===== config.mk =====
export PLATFORM = sky130hd
export DESIGN_NAME = rv_frontend_top
export DESIGN_NICKNAME = d
export VERILOG_FILES = /design/src/rv_frontend_pkg.sv /design/src/rv_fetch.sv /design/src/rv_decode.sv /design/src/rv_immdec.sv /design/src/rv_frontend_top.sv
export VERILOG_INCLUDE_DIRS = /design/src
export SDC_FILE = /design/constraint.sdc
export NUM_CORES = 1
export LEC_CHECK = 0
export BUFFER_PORTS_ARGS = -buffer_cell sky130_fd_sc_hd__buf_4
export CORE_MARGIN = 2
export CORE_UTILIZATION = 53
export CTS_CLUSTER_SIZE = 25
export DETAILED_ROUTE_END_ITERATION = 7
export PLACE_DENSITY = 0.84
export SYNTH_ARGS = -nofsm -noshare
export SYNTH_HDL_FRONTEND = slang
export SYNTH_SLANG_ARGS = --single-unit

===== constraint.sdc =====
create_clock -name clk -period 4.1 [get_ports clk]
set_input_delay 0 -clock clk [delete_from_list [all_inputs] [get_ports clk]]
set_output_delay 0 -clock clk [all_outputs]
set_load 0.02 [all_outputs]

===== src/rv_frontend_cfg.svh =====
`ifndef RV_FRONTEND_CFG_SVH
`define RV_FRONTEND_CFG_SVH

// APB address width of the fetch requester
`define RVF_ADDR_W 32

// Address of the first fetch after reset
`define RVF_RESET_PC 32'h0000_0000

// Byte step between sequential instruction words
`define RVF_PC_STEP 4

`endif


===== src/rv_frontend_pkg.sv =====
package rv_frontend_pkg;

   // Major opcode field, instruction bits 6:2
   typedef enum logic [4:0] {
      OPC_LOAD   = 5'b00000,
      OPC_OP_IMM = 5'b00100,
      OPC_AUIPC  = 5'b00101,
      OPC_STORE  = 5'b01000,
      OPC_OP     = 5'b01100,
      OPC_LUI    = 5'b01101,
      OPC_BRANCH = 5'b11000,
      OPC_JALR   = 5'b11001,
      OPC_JAL    = 5'b11011,
      OPC_SYSTEM = 5'b11100
   } opc_e;

   // Writable scratch-type machine CSRs
   typedef enum logic [1:0] {
      CSR_MTVEC    = 2'd0,
      CSR_MSCRATCH = 2'd1,
      CSR_MEPC     = 2'd2,
      CSR_MTVAL    = 2'd3
   } csr_addr_e;

   // One-hot ALU result select
   typedef enum logic [3:0] {
      ALU_RD_ADD   = 4'b0001,
      ALU_RD_SHIFT = 4'b0010,
      ALU_RD_SLT   = 4'b0100,
      ALU_RD_BOOL  = 4'b1000
   } alu_rd_sel_e;

   // Immediate layout selected by the decoder
   typedef enum logic [3:0] {
      IMM_FMT_I = 4'd0,
      IMM_FMT_S = 4'd1,
      IMM_FMT_B = 4'd2,
      IMM_FMT_U = 4'd3,
      IMM_FMT_J = 4'd4
   } imm_fmt_t;

endpackage


===== src/rv_fetch.sv =====
`timescale 1ns/1ns
`include "rv_frontend_cfg.svh"

module rv_fetch #(
   parameter int ADDR_W = `RVF_ADDR_W
) (
   input  logic              clk,
   input  logic              i_arst_n,
   // APB requester, read only
   output logic              o_psel,
   output logic              o_penable,
   output logic [ADDR_W-1:0] o_paddr,
   input  logic [31:0]       i_prdata,
   input  logic              i_pready,
   input  logic              i_pslverr,
   // Instruction strobe toward decode
   output logic              o_ins_en,
   output logic [31:0]       o_ins_word,
   // Consumer handshake
   output logic              o_valid,
   input  logic              i_accept,
   output logic              o_fetch_err
);

   typedef enum logic [1:0] {
      ST_SETUP,
      ST_ACCESS,
      ST_STROBE,
      ST_HOLD
   } state_t;

   state_t            state;
   logic [ADDR_W-1:0] pc;
   logic [31:0]       ins_q;

   // Reset parks in HOLD with nothing valid, so the first
   // setup phase follows on the next clock
   always_ff @(posedge clk or negedge i_arst_n) begin
      if (!i_arst_n) begin
         state       <= ST_HOLD;
         pc          <= ADDR_W'(`RVF_RESET_PC);
         o_valid     <= 1'b0;
         o_fetch_err <= 1'b0;
      end else begin
         case (state)
            ST_SETUP: begin
               state <= ST_ACCESS;
            end
            ST_ACCESS: begin
               if (i_pready) begin
                  state <= ST_STROBE;
                  // Sticky until reset
                  if (i_pslverr) begin
                     o_fetch_err <= 1'b1;
                  end
               end
            end
            ST_STROBE: begin
               state   <= ST_HOLD;
               o_valid <= 1'b1;
            end
            default: begin
               if (!o_valid) begin
                  state <= ST_SETUP;
               end else if (i_accept) begin
                  o_valid <= 1'b0;
                  pc      <= pc + ADDR_W'(`RVF_PC_STEP);
                  state   <= ST_SETUP;
               end
            end
         endcase
      end
   end

   // Read data capture on the completing access cycle
   always_ff @(posedge clk) begin
      if (state == ST_ACCESS && i_pready) begin
         ins_q <= i_prdata;
      end
   end

   assign o_psel     = (state == ST_SETUP) || (state == ST_ACCESS);
   assign o_penable  = (state == ST_ACCESS);
   assign o_paddr    = pc;
   assign o_ins_en   = (state == ST_STROBE);
   assign o_ins_word = ins_q;

   // Address may not move until the access completes
   a_paddr_stable: assert property (@(posedge clk) disable iff (!i_arst_n)
      (o_psel && !(o_penable && i_pready)) |=> $stable(o_paddr));

   // Access phase only inside a selected transfer that began with setup
   a_penable_psel: assert property (@(posedge clk) disable iff (!i_arst_n)
      o_penable |-> (o_psel && $past(o_psel)));

endmodule


===== src/rv_decode.sv =====
`timescale 1ns/1ns

module rv_decode (
   input  logic                      clk,
   input  logic [31:2]               i_ins_word,
   input  logic                      i_ins_en,
   // Register file
   output logic [4:0]                o_rd_addr,
   output logic [4:0]                o_rs1_addr,
   output logic [4:0]                o_rs2_addr,
   // Operation classes
   output logic                      o_mem_op,
   output logic                      o_branch_op,
   output logic                      o_shift_op,
   output logic                      o_slt_op,
   output logic                      o_rd_op,
   output logic                      o_e_op,
   output logic                      o_ebreak,
   // Control
   output logic                      o_mret,
   output logic                      o_cond_branch,
   output logic                      o_jal_or_jalr,
   output logic                      o_utype,
   output logic                      o_pc_rel,
   // ALU
   output logic                      o_alu_sub,
   output logic [1:0]                o_alu_bool_op,
   output logic [3:0]                o_alu_rd_sel,
   output logic                      o_alu_sh_right,
   output logic                      o_alu_sh_signed,
   // Memory interface
   output logic                      o_mem_cmd,
   output logic                      o_mem_signed,
   output logic                      o_mem_word,
   output logic                      o_mem_half,
   // CSR
   output logic                      o_csr_en,
   output logic [1:0]                o_csr_addr,
   output logic                      o_rd_csr_en,
   // Operand and immediate steering
   output logic                      o_op_b_source,
   output rv_frontend_pkg::imm_fmt_t o_imm_fmt
);

   logic [4:0] opcode;
   logic [2:0] funct3;
   logic       op20;
   logic       op21;
   logic       op22;
   logic       op26;
   logic       op30;

   logic is_load;
   logic is_store;
   logic is_opimm;
   logic is_op;
   logic is_lui;
   logic is_auipc;
   logic is_branch;
   logic is_jal;
   logic is_jalr;
   logic is_system;
   logic op_or_opimm;
   logic csr_op;
   logic csr_valid;
   logic writes_rd;

   always_ff @(posedge clk) begin
      if (i_ins_en) begin
         opcode     <= i_ins_word[6:2];
         funct3     <= i_ins_word[14:12];
         op20       <= i_ins_word[20];
         op21       <= i_ins_word[21];
         op22       <= i_ins_word[22];
         op26       <= i_ins_word[26];
         op30       <= i_ins_word[30];
         o_rd_addr  <= i_ins_word[11:7];
         o_rs1_addr <= i_ins_word[19:15];
         o_rs2_addr <= i_ins_word[24:20];
      end
   end

   assign is_load   = (opcode == rv_frontend_pkg::OPC_LOAD);
   assign is_store  = (opcode == rv_frontend_pkg::OPC_STORE);
   assign is_opimm  = (opcode == rv_frontend_pkg::OPC_OP_IMM);
   assign is_op     = (opcode == rv_frontend_pkg::OPC_OP);
   assign is_lui    = (opcode == rv_frontend_pkg::OPC_LUI);
   assign is_auipc  = (opcode == rv_frontend_pkg::OPC_AUIPC);
   assign is_branch = (opcode == rv_frontend_pkg::OPC_BRANCH);
   assign is_jal    = (opcode == rv_frontend_pkg::OPC_JAL);
   assign is_jalr   = (opcode == rv_frontend_pkg::OPC_JALR);
   assign is_system = (opcode == rv_frontend_pkg::OPC_SYSTEM);

   assign op_or_opimm = is_op | is_opimm;

   assign o_mem_op    = is_load | is_store;
   assign o_branch_op = is_branch | is_jal | is_jalr;
   assign o_shift_op  = op_or_opimm & (funct3[1:0] == 2'b01);
   assign o_slt_op    = op_or_opimm & (funct3[2:1] == 2'b01);

   // ECALL and EBREAK; MRET has bit 21 set
   assign o_e_op   = is_system & (funct3 == 3'b000) & !op21;
   assign o_ebreak = o_e_op & op20;
   assign o_mret   = is_system & (funct3 == 3'b000) & op21;

   assign o_cond_branch = is_branch;
   assign o_jal_or_jalr = is_jal | is_jalr;
   assign o_utype       = is_lui | is_auipc;
   // Targets relative to the PC: JAL, branches, AUIPC
   assign o_pc_rel      = is_jal | is_branch | is_auipc;

   // No write for STORE, BRANCH, FENCE or x0
   assign writes_rd = is_load | is_opimm | is_auipc | is_op | is_lui |
                      is_jal | is_jalr | is_system;
   assign o_rd_op   = writes_rd & (o_rd_addr != 5'd0);

   // Compares need the subtractor too
   assign o_alu_sub = is_branch | o_slt_op | (is_op & (funct3 == 3'b000) & op30);
   assign o_alu_bool_op   = funct3[1:0];
   assign o_alu_sh_right  = funct3[2];
   assign o_alu_sh_signed = op30;

   // One equation per result select bit
   assign o_alu_rd_sel[0] = (funct3 == 3'b000);
   assign o_alu_rd_sel[1] = (funct3[1:0] == 2'b01);
   assign o_alu_rd_sel[2] = (funct3[2:1] == 2'b01);
   // XOR, OR and AND; funct3 101 is a shift
   assign o_alu_rd_sel[3] = funct3[2] & (funct3[1:0] != 2'b01);

   assign o_mem_cmd    = is_store;
   assign o_mem_signed = !funct3[2];
   assign o_mem_word   = funct3[1];
   assign o_mem_half   = funct3[0];

   // CSR number bits 0, 1, 2 and 6 sit at word bits 20, 21, 22 and 26
   //   mtvec 305, mscratch 340, mepc 341, mtval 343
   // mstatus, mie, mcause and mip fall outside csr_valid
   assign csr_op      = is_system & (funct3 != 3'b000);
   assign csr_valid   = op20 | (op26 & !op22 & !op21);
   assign o_rd_csr_en = csr_op;
   assign o_csr_en    = csr_op & csr_valid;

   always_comb begin
      if (op26 && !op20) begin
         o_csr_addr = rv_frontend_pkg::CSR_MSCRATCH;
      end else if (op26 && !op21) begin
         o_csr_addr = rv_frontend_pkg::CSR_MEPC;
      end else if (op26) begin
         o_csr_addr = rv_frontend_pkg::CSR_MTVAL;
      end else begin
         o_csr_addr = rv_frontend_pkg::CSR_MTVEC;
      end
   end

   // Second operand from rs2 for OP, BRANCH and STORE
   assign o_op_b_source = is_op | is_branch | is_store;

   always_comb begin
      case (opcode)
         rv_frontend_pkg::OPC_STORE:  o_imm_fmt = rv_frontend_pkg::IMM_FMT_S;
         rv_frontend_pkg::OPC_BRANCH: o_imm_fmt = rv_frontend_pkg::IMM_FMT_B;
         rv_frontend_pkg::OPC_LUI:    o_imm_fmt = rv_frontend_pkg::IMM_FMT_U;
         rv_frontend_pkg::OPC_AUIPC:  o_imm_fmt = rv_frontend_pkg::IMM_FMT_U;
         rv_frontend_pkg::OPC_JAL:    o_imm_fmt = rv_frontend_pkg::IMM_FMT_J;
         default:                     o_imm_fmt = rv_frontend_pkg::IMM_FMT_I;
      endcase
   end

   // Result select decoded from a freshly latched word is one-hot or empty
   a_rd_sel_onehot: assert property (@(posedge clk)
      $past(i_ins_en) |-> $onehot0(o_alu_rd_sel));

endmodule


===== src/rv_immdec.sv =====
`timescale 1ns/1ns

module rv_immdec (
   input  logic                      clk,
   input  logic [31:7]               i_ins_word,
   input  logic                      i_ins_en,
   input  rv_frontend_pkg::imm_fmt_t i_imm_fmt,
   output logic [31:0]               o_imm
);

   logic        sign;
   logic [30:20] hi;
   logic [19:12] mid;
   logic [11:7]  lo;

   // Every bit from 31 down to 7 lands in some format
   always_ff @(posedge clk) begin
      if (i_ins_en) begin
         sign <= i_ins_word[31];
         hi   <= i_ins_word[30:20];
         mid  <= i_ins_word[19:12];
         lo   <= i_ins_word[11:7];
      end
   end

   always_comb begin
      case (i_imm_fmt)
         rv_frontend_pkg::IMM_FMT_S: begin
            o_imm = {{21{sign}}, hi[30:25], lo[11:7]};
         end
         // Branch offset, bit 0 always clear
         rv_frontend_pkg::IMM_FMT_B: begin
            o_imm = {{20{sign}}, lo[7], hi[30:25], lo[11:8], 1'b0};
         end
         // Upper immediate, low 12 bits zero
         rv_frontend_pkg::IMM_FMT_U: begin
            o_imm = {sign, hi[30:20], mid[19:12], 12'h000};
         end
         rv_frontend_pkg::IMM_FMT_J: begin
            o_imm = {{12{sign}}, mid[19:12], hi[20], hi[30:21], 1'b0};
         end
         default: begin
            o_imm = {{21{sign}}, hi[30:20]};
         end
      endcase
   end

endmodule


===== src/rv_frontend_top.sv =====
`timescale 1ns/1ns
`include "rv_frontend_cfg.svh"

module rv_frontend_top (
   input  logic                   clk,
   input  logic                   i_arst_n,
   // APB requester, reads only
   output logic                   o_psel,
   output logic                   o_penable,
   output logic [`RVF_ADDR_W-1:0] o_paddr,
   input  logic [31:0]            i_prdata,
   input  logic                   i_pready,
   input  logic                   i_pslverr,
   // Toward execute
   output logic                   o_dec_valid,
   input  logic                   i_dec_ready,
   output logic                   o_fetch_err,
   output logic [4:0]             o_rd_addr,
   output logic [4:0]             o_rs1_addr,
   output logic [4:0]             o_rs2_addr,
   output logic                   o_mem_op,
   output logic                   o_branch_op,
   output logic                   o_shift_op,
   output logic                   o_slt_op,
   output logic                   o_rd_op,
   output logic                   o_e_op,
   output logic                   o_ebreak,
   output logic                   o_mret,
   output logic                   o_cond_branch,
   output logic                   o_jal_or_jalr,
   output logic                   o_utype,
   output logic                   o_pc_rel,
   output logic                   o_alu_sub,
   output logic [1:0]             o_alu_bool_op,
   output logic [3:0]             o_alu_rd_sel,
   output logic                   o_alu_sh_right,
   output logic                   o_alu_sh_signed,
   output logic                   o_mem_cmd,
   output logic                   o_mem_signed,
   output logic                   o_mem_word,
   output logic                   o_mem_half,
   output logic                   o_csr_en,
   output logic [1:0]             o_csr_addr,
   output logic                   o_rd_csr_en,
   output logic                   o_op_b_source,
   output logic [31:0]            o_imm
);

   logic                      ins_en;
   logic [31:0]               ins_word;
   rv_frontend_pkg::imm_fmt_t imm_fmt;

   // PWRITE stays low on the bus, the requester never writes
   rv_fetch #(
      .ADDR_W (`RVF_ADDR_W)
   ) u_fetch (
      .clk         (clk),
      .i_arst_n    (i_arst_n),
      .o_psel      (o_psel),
      .o_penable   (o_penable),
      .o_paddr     (o_paddr),
      .i_prdata    (i_prdata),
      .i_pready    (i_pready),
      .i_pslverr   (i_pslverr),
      .o_ins_en    (ins_en),
      .o_ins_word  (ins_word),
      .o_valid     (o_dec_valid),
      .i_accept    (i_dec_ready),
      .o_fetch_err (o_fetch_err)
   );

   rv_decode u_decode (
      .clk             (clk),
      .i_ins_word      (ins_word[31:2]),
      .i_ins_en        (ins_en),
      .o_rd_addr       (o_rd_addr),
      .o_rs1_addr      (o_rs1_addr),
      .o_rs2_addr      (o_rs2_addr),
      .o_mem_op        (o_mem_op),
      .o_branch_op     (o_branch_op),
      .o_shift_op      (o_shift_op),
      .o_slt_op        (o_slt_op),
      .o_rd_op         (o_rd_op),
      .o_e_op          (o_e_op),
      .o_ebreak        (o_ebreak),
      .o_mret          (o_mret),
      .o_cond_branch   (o_cond_branch),
      .o_jal_or_jalr   (o_jal_or_jalr),
      .o_utype         (o_utype),
      .o_pc_rel        (o_pc_rel),
      .o_alu_sub       (o_alu_sub),
      .o_alu_bool_op   (o_alu_bool_op),
      .o_alu_rd_sel    (o_alu_rd_sel),
      .o_alu_sh_right  (o_alu_sh_right),
      .o_alu_sh_signed (o_alu_sh_signed),
      .o_mem_cmd       (o_mem_cmd),
      .o_mem_signed    (o_mem_signed),
      .o_mem_word      (o_mem_word),
      .o_mem_half      (o_mem_half),
      .o_csr_en        (o_csr_en),
      .o_csr_addr      (o_csr_addr),
      .o_rd_csr_en     (o_rd_csr_en),
      .o_op_b_source   (o_op_b_source),
      .o_imm_fmt       (imm_fmt)
   );

   rv_immdec u_immdec (
      .clk        (clk),
      .i_ins_word (ins_word[31:7]),
      .i_ins_en   (ins_en),
      .i_imm_fmt  (imm_fmt),
      .o_imm      (o_imm)
   );

endmodule


After elaboration in Yosys (flattened, before gate mapping)
Index checks and enable logic that the tools add are counted.
Word-level totals
  input port bits: 37
  register bits after elaboration: 116
  logic and storage cells: 104
Cells by class
  equal/unequal tests: 20
  mux-type cells: 12
  add/sub/neg operators: 1
  bitwise logic cells: 34
  reductions and logical operators: 19
Operator list (count)
  31-bit one-hot mux with 4 select lines: 1
  32-bit by 3-bit adder with 32-bit output (second input constant): 1
  5-bit == test (second input constant): 4
  1-bit OR: 19
  5-bit by 4-bit == test with 1-bit output (second input constant): 3
  1-bit AND: 14
  2-bit 2-to-1 mux: 6
  3-bit one-hot mux with 4 select lines: 1
  5-bit by 3-bit == test with 1-bit output (second input constant): 2
  2-bit by 1-bit == test with 1-bit output (second input constant): 3
  3-bit by 2-bit == test with 1-bit output (second input constant): 2
  2-bit one-hot mux with 3 select lines: 1
  3-bit AND reduction: 2
  5-bit logical NOT: 1
  5-bit inequality test (second input constant): 1
  5-bit nonzero test: 1
  1-bit logical NOT: 4
  2-bit by 1-bit inequality test with 1-bit output (second input constant): 2
  2-bit OR reduction: 2
  3-bit by 1-bit == test with 1-bit output (second input constant): 1
  3-bit == test (second input constant): 1
  1-bit logical AND: 3
  3-bit logical NOT: 1
  3-bit nonzero test: 1
  other kinds (8): 9

Depth between registers and ports, before layout
Gate-level depths: netlist of the first run.
  depth after elaboration: 9
  mapped depth: 7
  mapped depth without buffers: 6

By module
Synthesis of the first run repeated with hierarchy kept, for this count alone.
Second synthesis, totals
  cells, all modules: 369
  area, all modules: 5016.1 sq um
Modules (own cells, without submodules)
  rv_fetch: cells an instance 169, area an instance 2562.5 sq um, sequential area each 1814.2 sq um, instances 1
  rv_immdec: cells an instance 114, area an instance 1338.8 sq um, sequential area each 750.7 sq um, instances 1
  rv_decode: cells an instance 86, area an instance 1114.8 sq um, sequential area each 750.7 sq um, instances 1

Worst setup path before layout of the first run
No wires, ideal clock.
  kind: register -> register
  start: register u_fetch.state[0]
  end: register u_fetch.state[1]
  data arrival time: 2068 ps
  buffers on the path: 0
  path slack: 1949 ps
  stages on the path, launching flop included: 7
  clock period less this slack: 2151 ps
  cells stage by stage: dfstp_2 -> inv_1 -> ha_1 -> nor4_1 -> nand2_1 -> o21ai_0 -> mux2_2
On the way
  cells in the longest elaborated chain, start to end: 3
RTL lines
  start, declared: RTL line rv_fetch.sv:32  | state_t state;
  start signal, assigned: RTL line rv_fetch.sv:40  | state <= ST_HOLD;
  start signal, assigned: RTL line rv_fetch.sv:47  | state <= ST_ACCESS;
  start signal, assigned: RTL line rv_fetch.sv:51  | state <= ST_STROBE;
  2-bit by 1-bit == test with 1-bit output, or another cell as far along: RTL line rv_fetch.sv:45  | case (state)
  5-bit inequality test (no line) or 2-bit by 1-bit inequality test with 1-bit output (tied branches)
  2-bit AND reduction (no line)
Parallel ways exist; a longest one is shown, timed or not.
A chain may end at the register's enable or synchronous reset.

Worst setup path in the final report of the first run
  start: register u_decode.opcode[2]
  end: output o_imm[18]
On the way
  cells in the longest elaborated chain, start to end: 5
RTL lines
  start, declared: RTL line rv_decode.sv:45  | logic [4:0] opcode;
  start signal, assigned: RTL line rv_decode.sv:70  | opcode <= i_ins_word[6:2];
  5-bit by 3-bit == test with 1-bit output or 5-bit by 4-bit == test with 1-bit output (tied branches): RTL line rv_decode.sv:159  | case (opcode)
  2-bit OR reduction (no line)
  3-bit one-hot mux with 4 select lines *: RTL line rv_decode.sv:159
  3-bit == test, or another cell as far along: RTL line rv_immdec.sv:27  | case (i_imm_fmt)
  31-bit one-hot mux with 4 select lines *: RTL line rv_immdec.sv:27
  end, declared: RTL line rv_frontend_top.sv:46  | output logic [31:0] o_imm
Every way passes the cells marked *; elsewhere a longest branch is shown, timed or not.

==> results by group, run 1 <==
Global route
  – Pin count of the biggest net entering global routing: 35
  – Grt ovf: 0
  – Global-route wire length before repair: 14900 microns
  – Number of global-route vias before repair: 2941
  – GRT Overall Usage: 22.5%
  – Initial antenna violation count: 0

CTS
  – CTS Root Cell: clkbuf_8
  – Setup repair bufs after CTS: 0
  – Clk pin slew, worst setup/hold paths: 0.10 ns
  – Clk_lat worst skew: 0.36 ns
  – H-Tree Depth: 3
  – Number of buffers created by CTS: 9
  – TritonCTS clock tree: done
  – Max clock buf depth: 2
  – CTS sink cnt: 94

Floorplanning
  – Die H: 92.2 microns
  – FP Rows: 32
  – Die X: 92.2 microns
  – Core box area: 0.00761 sq mm
  – Ports: 150
  – Initial core utilization: 54.1%
  – Die Footprint: 0.00849 sq mm

Routing
  – DRT iter0 DRCs: 166
  – Routed Wire Length: 9350 microns
  – Final routed DRC violation total: 0
  – Final antenna-violating net count: 0
  – WL per Instance: 15.5 microns
  – Via Count: 3088
  – Vias/cell: 5.13
  – Pre-Repair DR Iteration Count: 4

Power and ir drop
  – Flop pwr share: 42.7%
  – NetSw: 1.29 mW
  – Worst VDD drop: 0.277 mV
  – Sw Share: 38.6%
  – PwrDens: 584 mW/mm^2
  – Lkg Pwr: 2.53 nW
  – Total chip power: 3.35 mW
  – Logic gate share of total power: 40.1%
  – Int Pwr: 2.06 mW
  – Clock network fraction of design power: 17.3%

Timing
  – Worst setup margin: 1.31 ns
  – Final max-slew violation count: 0
  – Setup violations, final: 0
  – Slew @ Worst Pin: 0.783 ns
  – Slew headroom: 47.7%
  – Highest Clock Rate: 359 MHz
  – Unrepaired setup endpoints after global routing: false
  – Fin. Hold Viols: 0
  – Tmin final: 2.79 ns
  – Fin crit share: 68.0%
  – Hold Slack: 0.0191 ns
  – Setup TNS: 0 ns
  – Setup Skew: 0.0104 ns

Synth
  – Synth Register Bits: 94
  – YS warnings: 0
  – Syn Std Cell Area: 0.00412 sq mm
  – Ys flop type: edfxtp_1
  – Post-synthesis sequential area ratio: 64.5%
  – Synth cell types: 50
  – Cells after Synth: 322
  – Post-synth EDFFs: 60
  – Avg Cell Area, Syn: 12.8 sq um
  – Ys async rst share: 36.2%

Worst setup path
  – WP data arrival: 2.79 ns
  – Worst reg2reg startpoint: u_fetch.state[0]
  – Crit-path cells: or3b_2 > a21boi_1 > nor2_1 > a21o_1 > buf_4
  – Worst setup EP type: output pin
  – RR Endpoint: u_fetch.state[1]
  – R2r setup slk: 2.04 ns
  – CP Max Fanout: 13
  – Slowest CP cell: a21boi_1
  – Largest stage delay on the critical path: 0.62 ns
  – Critical path required time: 4.10 ns
  – Startpoint types: register
  – R2r worst-path depth: 7
  – Setup CP Type: register to output pin

Cells and area
  – Final #Nets: 537
  – Filler cell count: 500
  – Cell Count, Final, Fillers Out: 602
  – Diode count: 0
  – Leading cell type in the layout, fill and taps excluded: buf_4
  – Area growth from synthesis to layout: 39.4%
  – Final instance area: 0.00574 sq mm
  – Most frequent cells in the layout: buf_4, edfxtp_1, nand2_1
  – Layout cell share with drive strength beyond 1: 35.4%
  – Post-layout util: 75.5%

Place
  – Final Wtd Congestion: 0.799
  – IO Port Bufs: 145
  – Dpl cells: 553
  – Post-place setup slack: 1.76 ns
  – Final HPWL DP: 6550 microns
  – Placed cell areas: 0.00523 sq mm

Run status
  – Status: finished, final reports clean

Flow run
  – Max cap viols: 0

Hold path
  – Hold Crit Start: i_pready
  – Min-delay worst type: input pin to register
  – Hold Crit Endpoint: u_fetch.state[0]
  – Hold Path Stages: 3
==> per-layer routing <==
| metal | track usage (%) | up-vias | part of all wire [%] |
|---|---|---|---|
| met3 | 6.24 | 8 | 8.5 |
| met5 | 0 | - | 0 |
| met1 | 28.0 | 1457 | 39 |
| li1 | - | 1483 | - |
| met2 | 39.5 | 140 | 51 |
| met4 | 5.10 | 0 | 0.98 |
==> Yosys cell counts (all sizes together), types with 6 or more instances <==
master  instances  area (sq um)
a21o            9          67.6
and2           12          75.1
and3            6          38.8
buf            18           124
dfrtp          32           801
edfxtp         60          1800
inv             8          30.0
nand2          41           154
nand3          12          72.6
nand4          12          75.1
nor2           20          90.1
xnor2          25           219
==> critical path, delay by kind of cell (launching register included) <==
family                 cells  cell delay, ns
and+or+nand+nor            2            0.81
AOI/OAI and AO/OA          2            0.86
buffers and inverters      1            0.15
DFF                        1            0.61
==> worst max path at each step <==
stage	startpoint	endpoint	slack [ns]	cells after the start
final	u_decode.opcode[2]	o_imm[18]	1.31	5
after CTS	u_decode.opcode[2]	o_imm[18]	1.35	5
after detailed placement	u_decode.opcode[2]	o_imm[18]	1.76	5
after global routing	u_decode.opcode[2]	o_imm[19]	1.10	5
after floorplan	u_fetch.state[0]	u_fetch.state[1]	1.95	6
after global placement	u_decode.opcode[2]	o_imm[16]	1.83	5
==> cells by family after synthesis <==
group | synth area share (%)
compound gates | 5.22
buf+inv | 3.83
mux | 0.790
xor+xnor | 6.17
fa+ha+maj | 1.52
other cells | 0.0910
flops | 64.5
simple gates | 17.9
==> final cells by class <==
cell class                 count  area (sq um)  area share, %
clock buffer                   9           124           2.16
clock inverter                 7          62.6           1.09
inverter                       8          30.0          0.523
multi-input combinational    202          1310           22.8
sequential                    94          2660           46.2
tap                          102           128           2.22
timing repair buffer         180          1430           25.0
==> sequential cells by signal, summed over array words and instances (netlist names), 2 cells and up <==
register             flops
u_fetch.o_ins_word      30
u_fetch.o_paddr         30
u_immdec.hi             11
u_decode.o_rs1_addr      5
u_decode.opcode          5
u_immdec.lo              5
u_decode.funct3          2
u_fetch.state            2
==> power by group through the flow <==
stage          clock network (mW)  registers, mW  logic, mW
5_1_grt                     0.627           1.46       1.44
3_5_place_dp                    0           1.45       1.33
3_3_place_gp                    0           1.43       1.30
4_1_cts                     0.589           1.43       1.35
6_report                    0.579           1.43       1.34
2_1_floorplan                   0           1.47      0.751
==> repair_timing <==
action,in CTS,in global routing
hold endpoints to repair,66,0
setup endpoints to repair,0,0
hold buffers,33,0
resized for setup,0,0
No activity file was read; power rests on OpenSTA's default activity.
==> run 2: changes to the inputs <==
- CORE_UTILIZATION: 53 -> 45
- PLACE_DENSITY: 0.84 -> 0.76
- clock period: 4.1 -> 2.25 ns (I/O delays scaled with it)
==> run 2 against run 1 <==
Clock power increased by 88%. Routed wire length decreased by 1.7%. Combinational power increased by 88%. Sequential power increased by 80%. Global-route usage decreased by 4.1 points. Sequential cell count unchanged. Final cell count increased by 1.7%. Cell area increased by 1.3%. Critical path type unchanged. Largest power group unchanged.
==> results by group, run 2 (same netlist as run 1, synthesis figures left out) <==
Run status
  – Status: finished, final reports clean

Power and ir drop
  – Lkg Pwr: 2.55 nW (+0.74%)
  – Worst VDD drop: 0.426 mV (+54%)
  – Logic gate share of total power: 40.8% (+0.7 points)
  – PwrDens: 1060 mW/mm^2 (+82%)
  – Int Pwr: 3.88 mW (+88%)
  – Sw Share: 37.3% (-1.3 points)
  – NetSw: 2.30 mW (+78%)
  – Flop pwr share: 41.5% (-1.2 points)
  – Clock network fraction of design power: 17.6% (+0.3 points)
  – Total chip power: 6.18 mW (+84%)

Timing
  – Fin. Hold Viols: 0 (unchanged)
  – Setup Skew: 0.00926 ns (-0.00116 ns)
  – Tmin final: 2.11 ns
  – Slew @ Worst Pin: 0.576 ns (-0.207 ns)
  – Fin crit share: 93.6%
  – Setup violations, final: 0 (unchanged)
  – Worst setup margin: 0.144 ns (-1.17 ns)
  – Final max-slew violation count: 0 (unchanged)
  – Slew headroom: 61.6% (+14 points)
  – Highest Clock Rate: 475 MHz

Cells and area
  – Most frequent cells in the layout: buf_4, edfxtp_1, nand2_1
  – Area growth from synthesis to layout: 41.2%
  – Final #Nets: 542 (+0.93%)
  – Diode count: 0 (unchanged)
  – Filler cell count: 667 (+33%)
  – Leading cell type in the layout, fill and taps excluded: buf_4
  – Layout cell share with drive strength beyond 1: 36.1% (+0.71 points)

Routing
  – Final routed DRC violation total: 0 (unchanged)
  – Vias/cell: 5.04 (-1.7%)
  – Via Count: 3087 (-0.032%)
  – Final antenna-violating net count: 0 (unchanged)
  – WL per Instance: 15.0 microns (-3.3%)
  – DRT iter0 DRCs: 98 (-41%)
  – Routed Wire Length: 9190 microns (-1.7%)
  – Pre-Repair DR Iteration Count: 4 (unchanged)

Place
  – Final HPWL DP: 6490 microns (-0.96%)
  – Post-place setup slack: 0.350 ns (-1.41 ns)
  – IO Port Bufs: 145 (unchanged)
  – Final Wtd Congestion: 0.872 (+9.1%)

Worst setup path
  – Crit. Startpoint: u_decode.opcode[1]
  – WP data arrival: 2.11 ns (-0.68 ns)
  – Setup CP Type: register to output pin
  – Worst setup EP type: output pin
  – Startpoint types: register
  – Worst reg2reg startpoint: u_fetch.state[1]
  – Critical path required time: 2.25 ns (-1.85 ns)
  – CP Max Fanout: 8 (-5)

Global route
  – Initial antenna violation count: 0 (unchanged)
  – Pin count of the biggest net entering global routing: 35 (unchanged)
  – Grt ovf: 0 (unchanged)
  – Number of global-route vias before repair: 2860 (-2.8%)
  – GRT Overall Usage: 18.4% (-4.1 points)
  – Global-route wire length before repair: 14400 microns (-3.6%)

Floorplanning
  – Initial core utilization: 46.8% (-7.4 points)
  – Die Footprint: 0.00993 sq mm (+17%)
  – Die X: 99.7 microns (+8.2%)
  – Core box area: 0.00881 sq mm (+16%)
  – Die H: 99.7 microns (+8.2%)
  – FP Rows: 34 (+6.3%)
  – Ports: 150 (unchanged)

CTS
  – Clk_lat worst skew: 0.35 ns (about the same)
  – Max clock buf depth: 2 (unchanged)
  – Number of buffers created by CTS: 9 (unchanged)
  – CTS Root Cell: clkbuf_8
  – CTS sink cnt: 94 (unchanged)
  – TritonCTS clock tree: done
  – H-Tree Depth: 3 (unchanged)
  – Clk pin slew, worst setup/hold paths: 0.09 ns (about the same)

Flow run
  – Max cap viols: 0 (unchanged)

Hold path
  – Min-delay worst type: input pin to asynchronous set/reset pin
-- run 2: area by class of cell --
class	instances	area, sq um	share of cell area, %
Tap cell	108	135	2.32
Clock buffer	9	124	2.13
Multi-Input combinational cell	202	1310	22.6
Clock inverter	6	71.3	1.23
Sequential cell	94	2660	45.7
Timing Repair Buffer	185	1490	25.6
Inverter	8	30.0	0.516
-- run 2: critical path, cell delays in order, from the launching register on --
cell,delay (ns)
edfxtp_1,0.49
or3b_2,0.53
a21boi_2,0.22
nor2_1,0.17
a21o_1,0.19
buf_4,0.15
-- run 2: through the flow --
| step | util (%) | std cells | setup TNS, ns | hold WS (ns) | instance area, sq um |
|---|---|---|---|---|---|
| detailed placement | 59.7 | 561 | 0 | -0.0291 | 5260 |
| floorplan | - | 323 | 0 | -0.296 | 4120 |
| CTS | 65.9 | 610 | 0 | 0.135 | 5800 |
| global placement | 59.7 | 561 | 0 | -0.0284 | 5260 |
| global route | 66.0 | 612 | -0.00803 | 0.155 | 5820 |
| finish | 66.0 | 612 | 0 | 0.126 | 5820 |
-- run 2: power by group through the flow --
| stage | registers [mW] | clock network, mW | logic, mW |
|---|---|---|---|
| after floorplan | 2.67 | 0 | 1.37 |
| after global placement | 2.59 | 0 | 2.43 |
| after detailed placement | 2.61 | 0 | 2.47 |
| after CTS | 2.57 | 1.12 | 2.52 |
| after global routing | 2.61 | 1.18 | 2.70 |
| final | 2.57 | 1.09 | 2.52 |
-- run 2: path summary, 6_finish.rpt --
kind,end,slack [ns],cells past startpoint
min reg2reg,u_immdec.hi[20],0.42,0
max reg2reg,u_fetch.o_paddr[22],0.36,5
min in group clk,u_fetch.o_ins_word[24],0.36,2
max,o_imm[18],0.14,5
max in group asynchronous,u_fetch.state[0],1.78,2
min,u_fetch.o_paddr[21],0.13,2
-- run 2: repair_timing --
action / in CTS / in global routing
hold buffers: 34 / 0
gates resized for setup: 1 / 1
buffers inserted: 0 / 2
hold endpoints to repair: 67 / 0
setup endpoints to repair: 8 / 12
pin swaps: 0 / 0
-- run 2: layer usage --
layer  wire [microns]  global-route usage, %  up-vias
li1                 -                      -     1481
met1             3680                   22.4     1448
met2             4630                   32.4      145
met3              755                   4.29       13
met4              127                   6.01        0
met5                0                      0        -
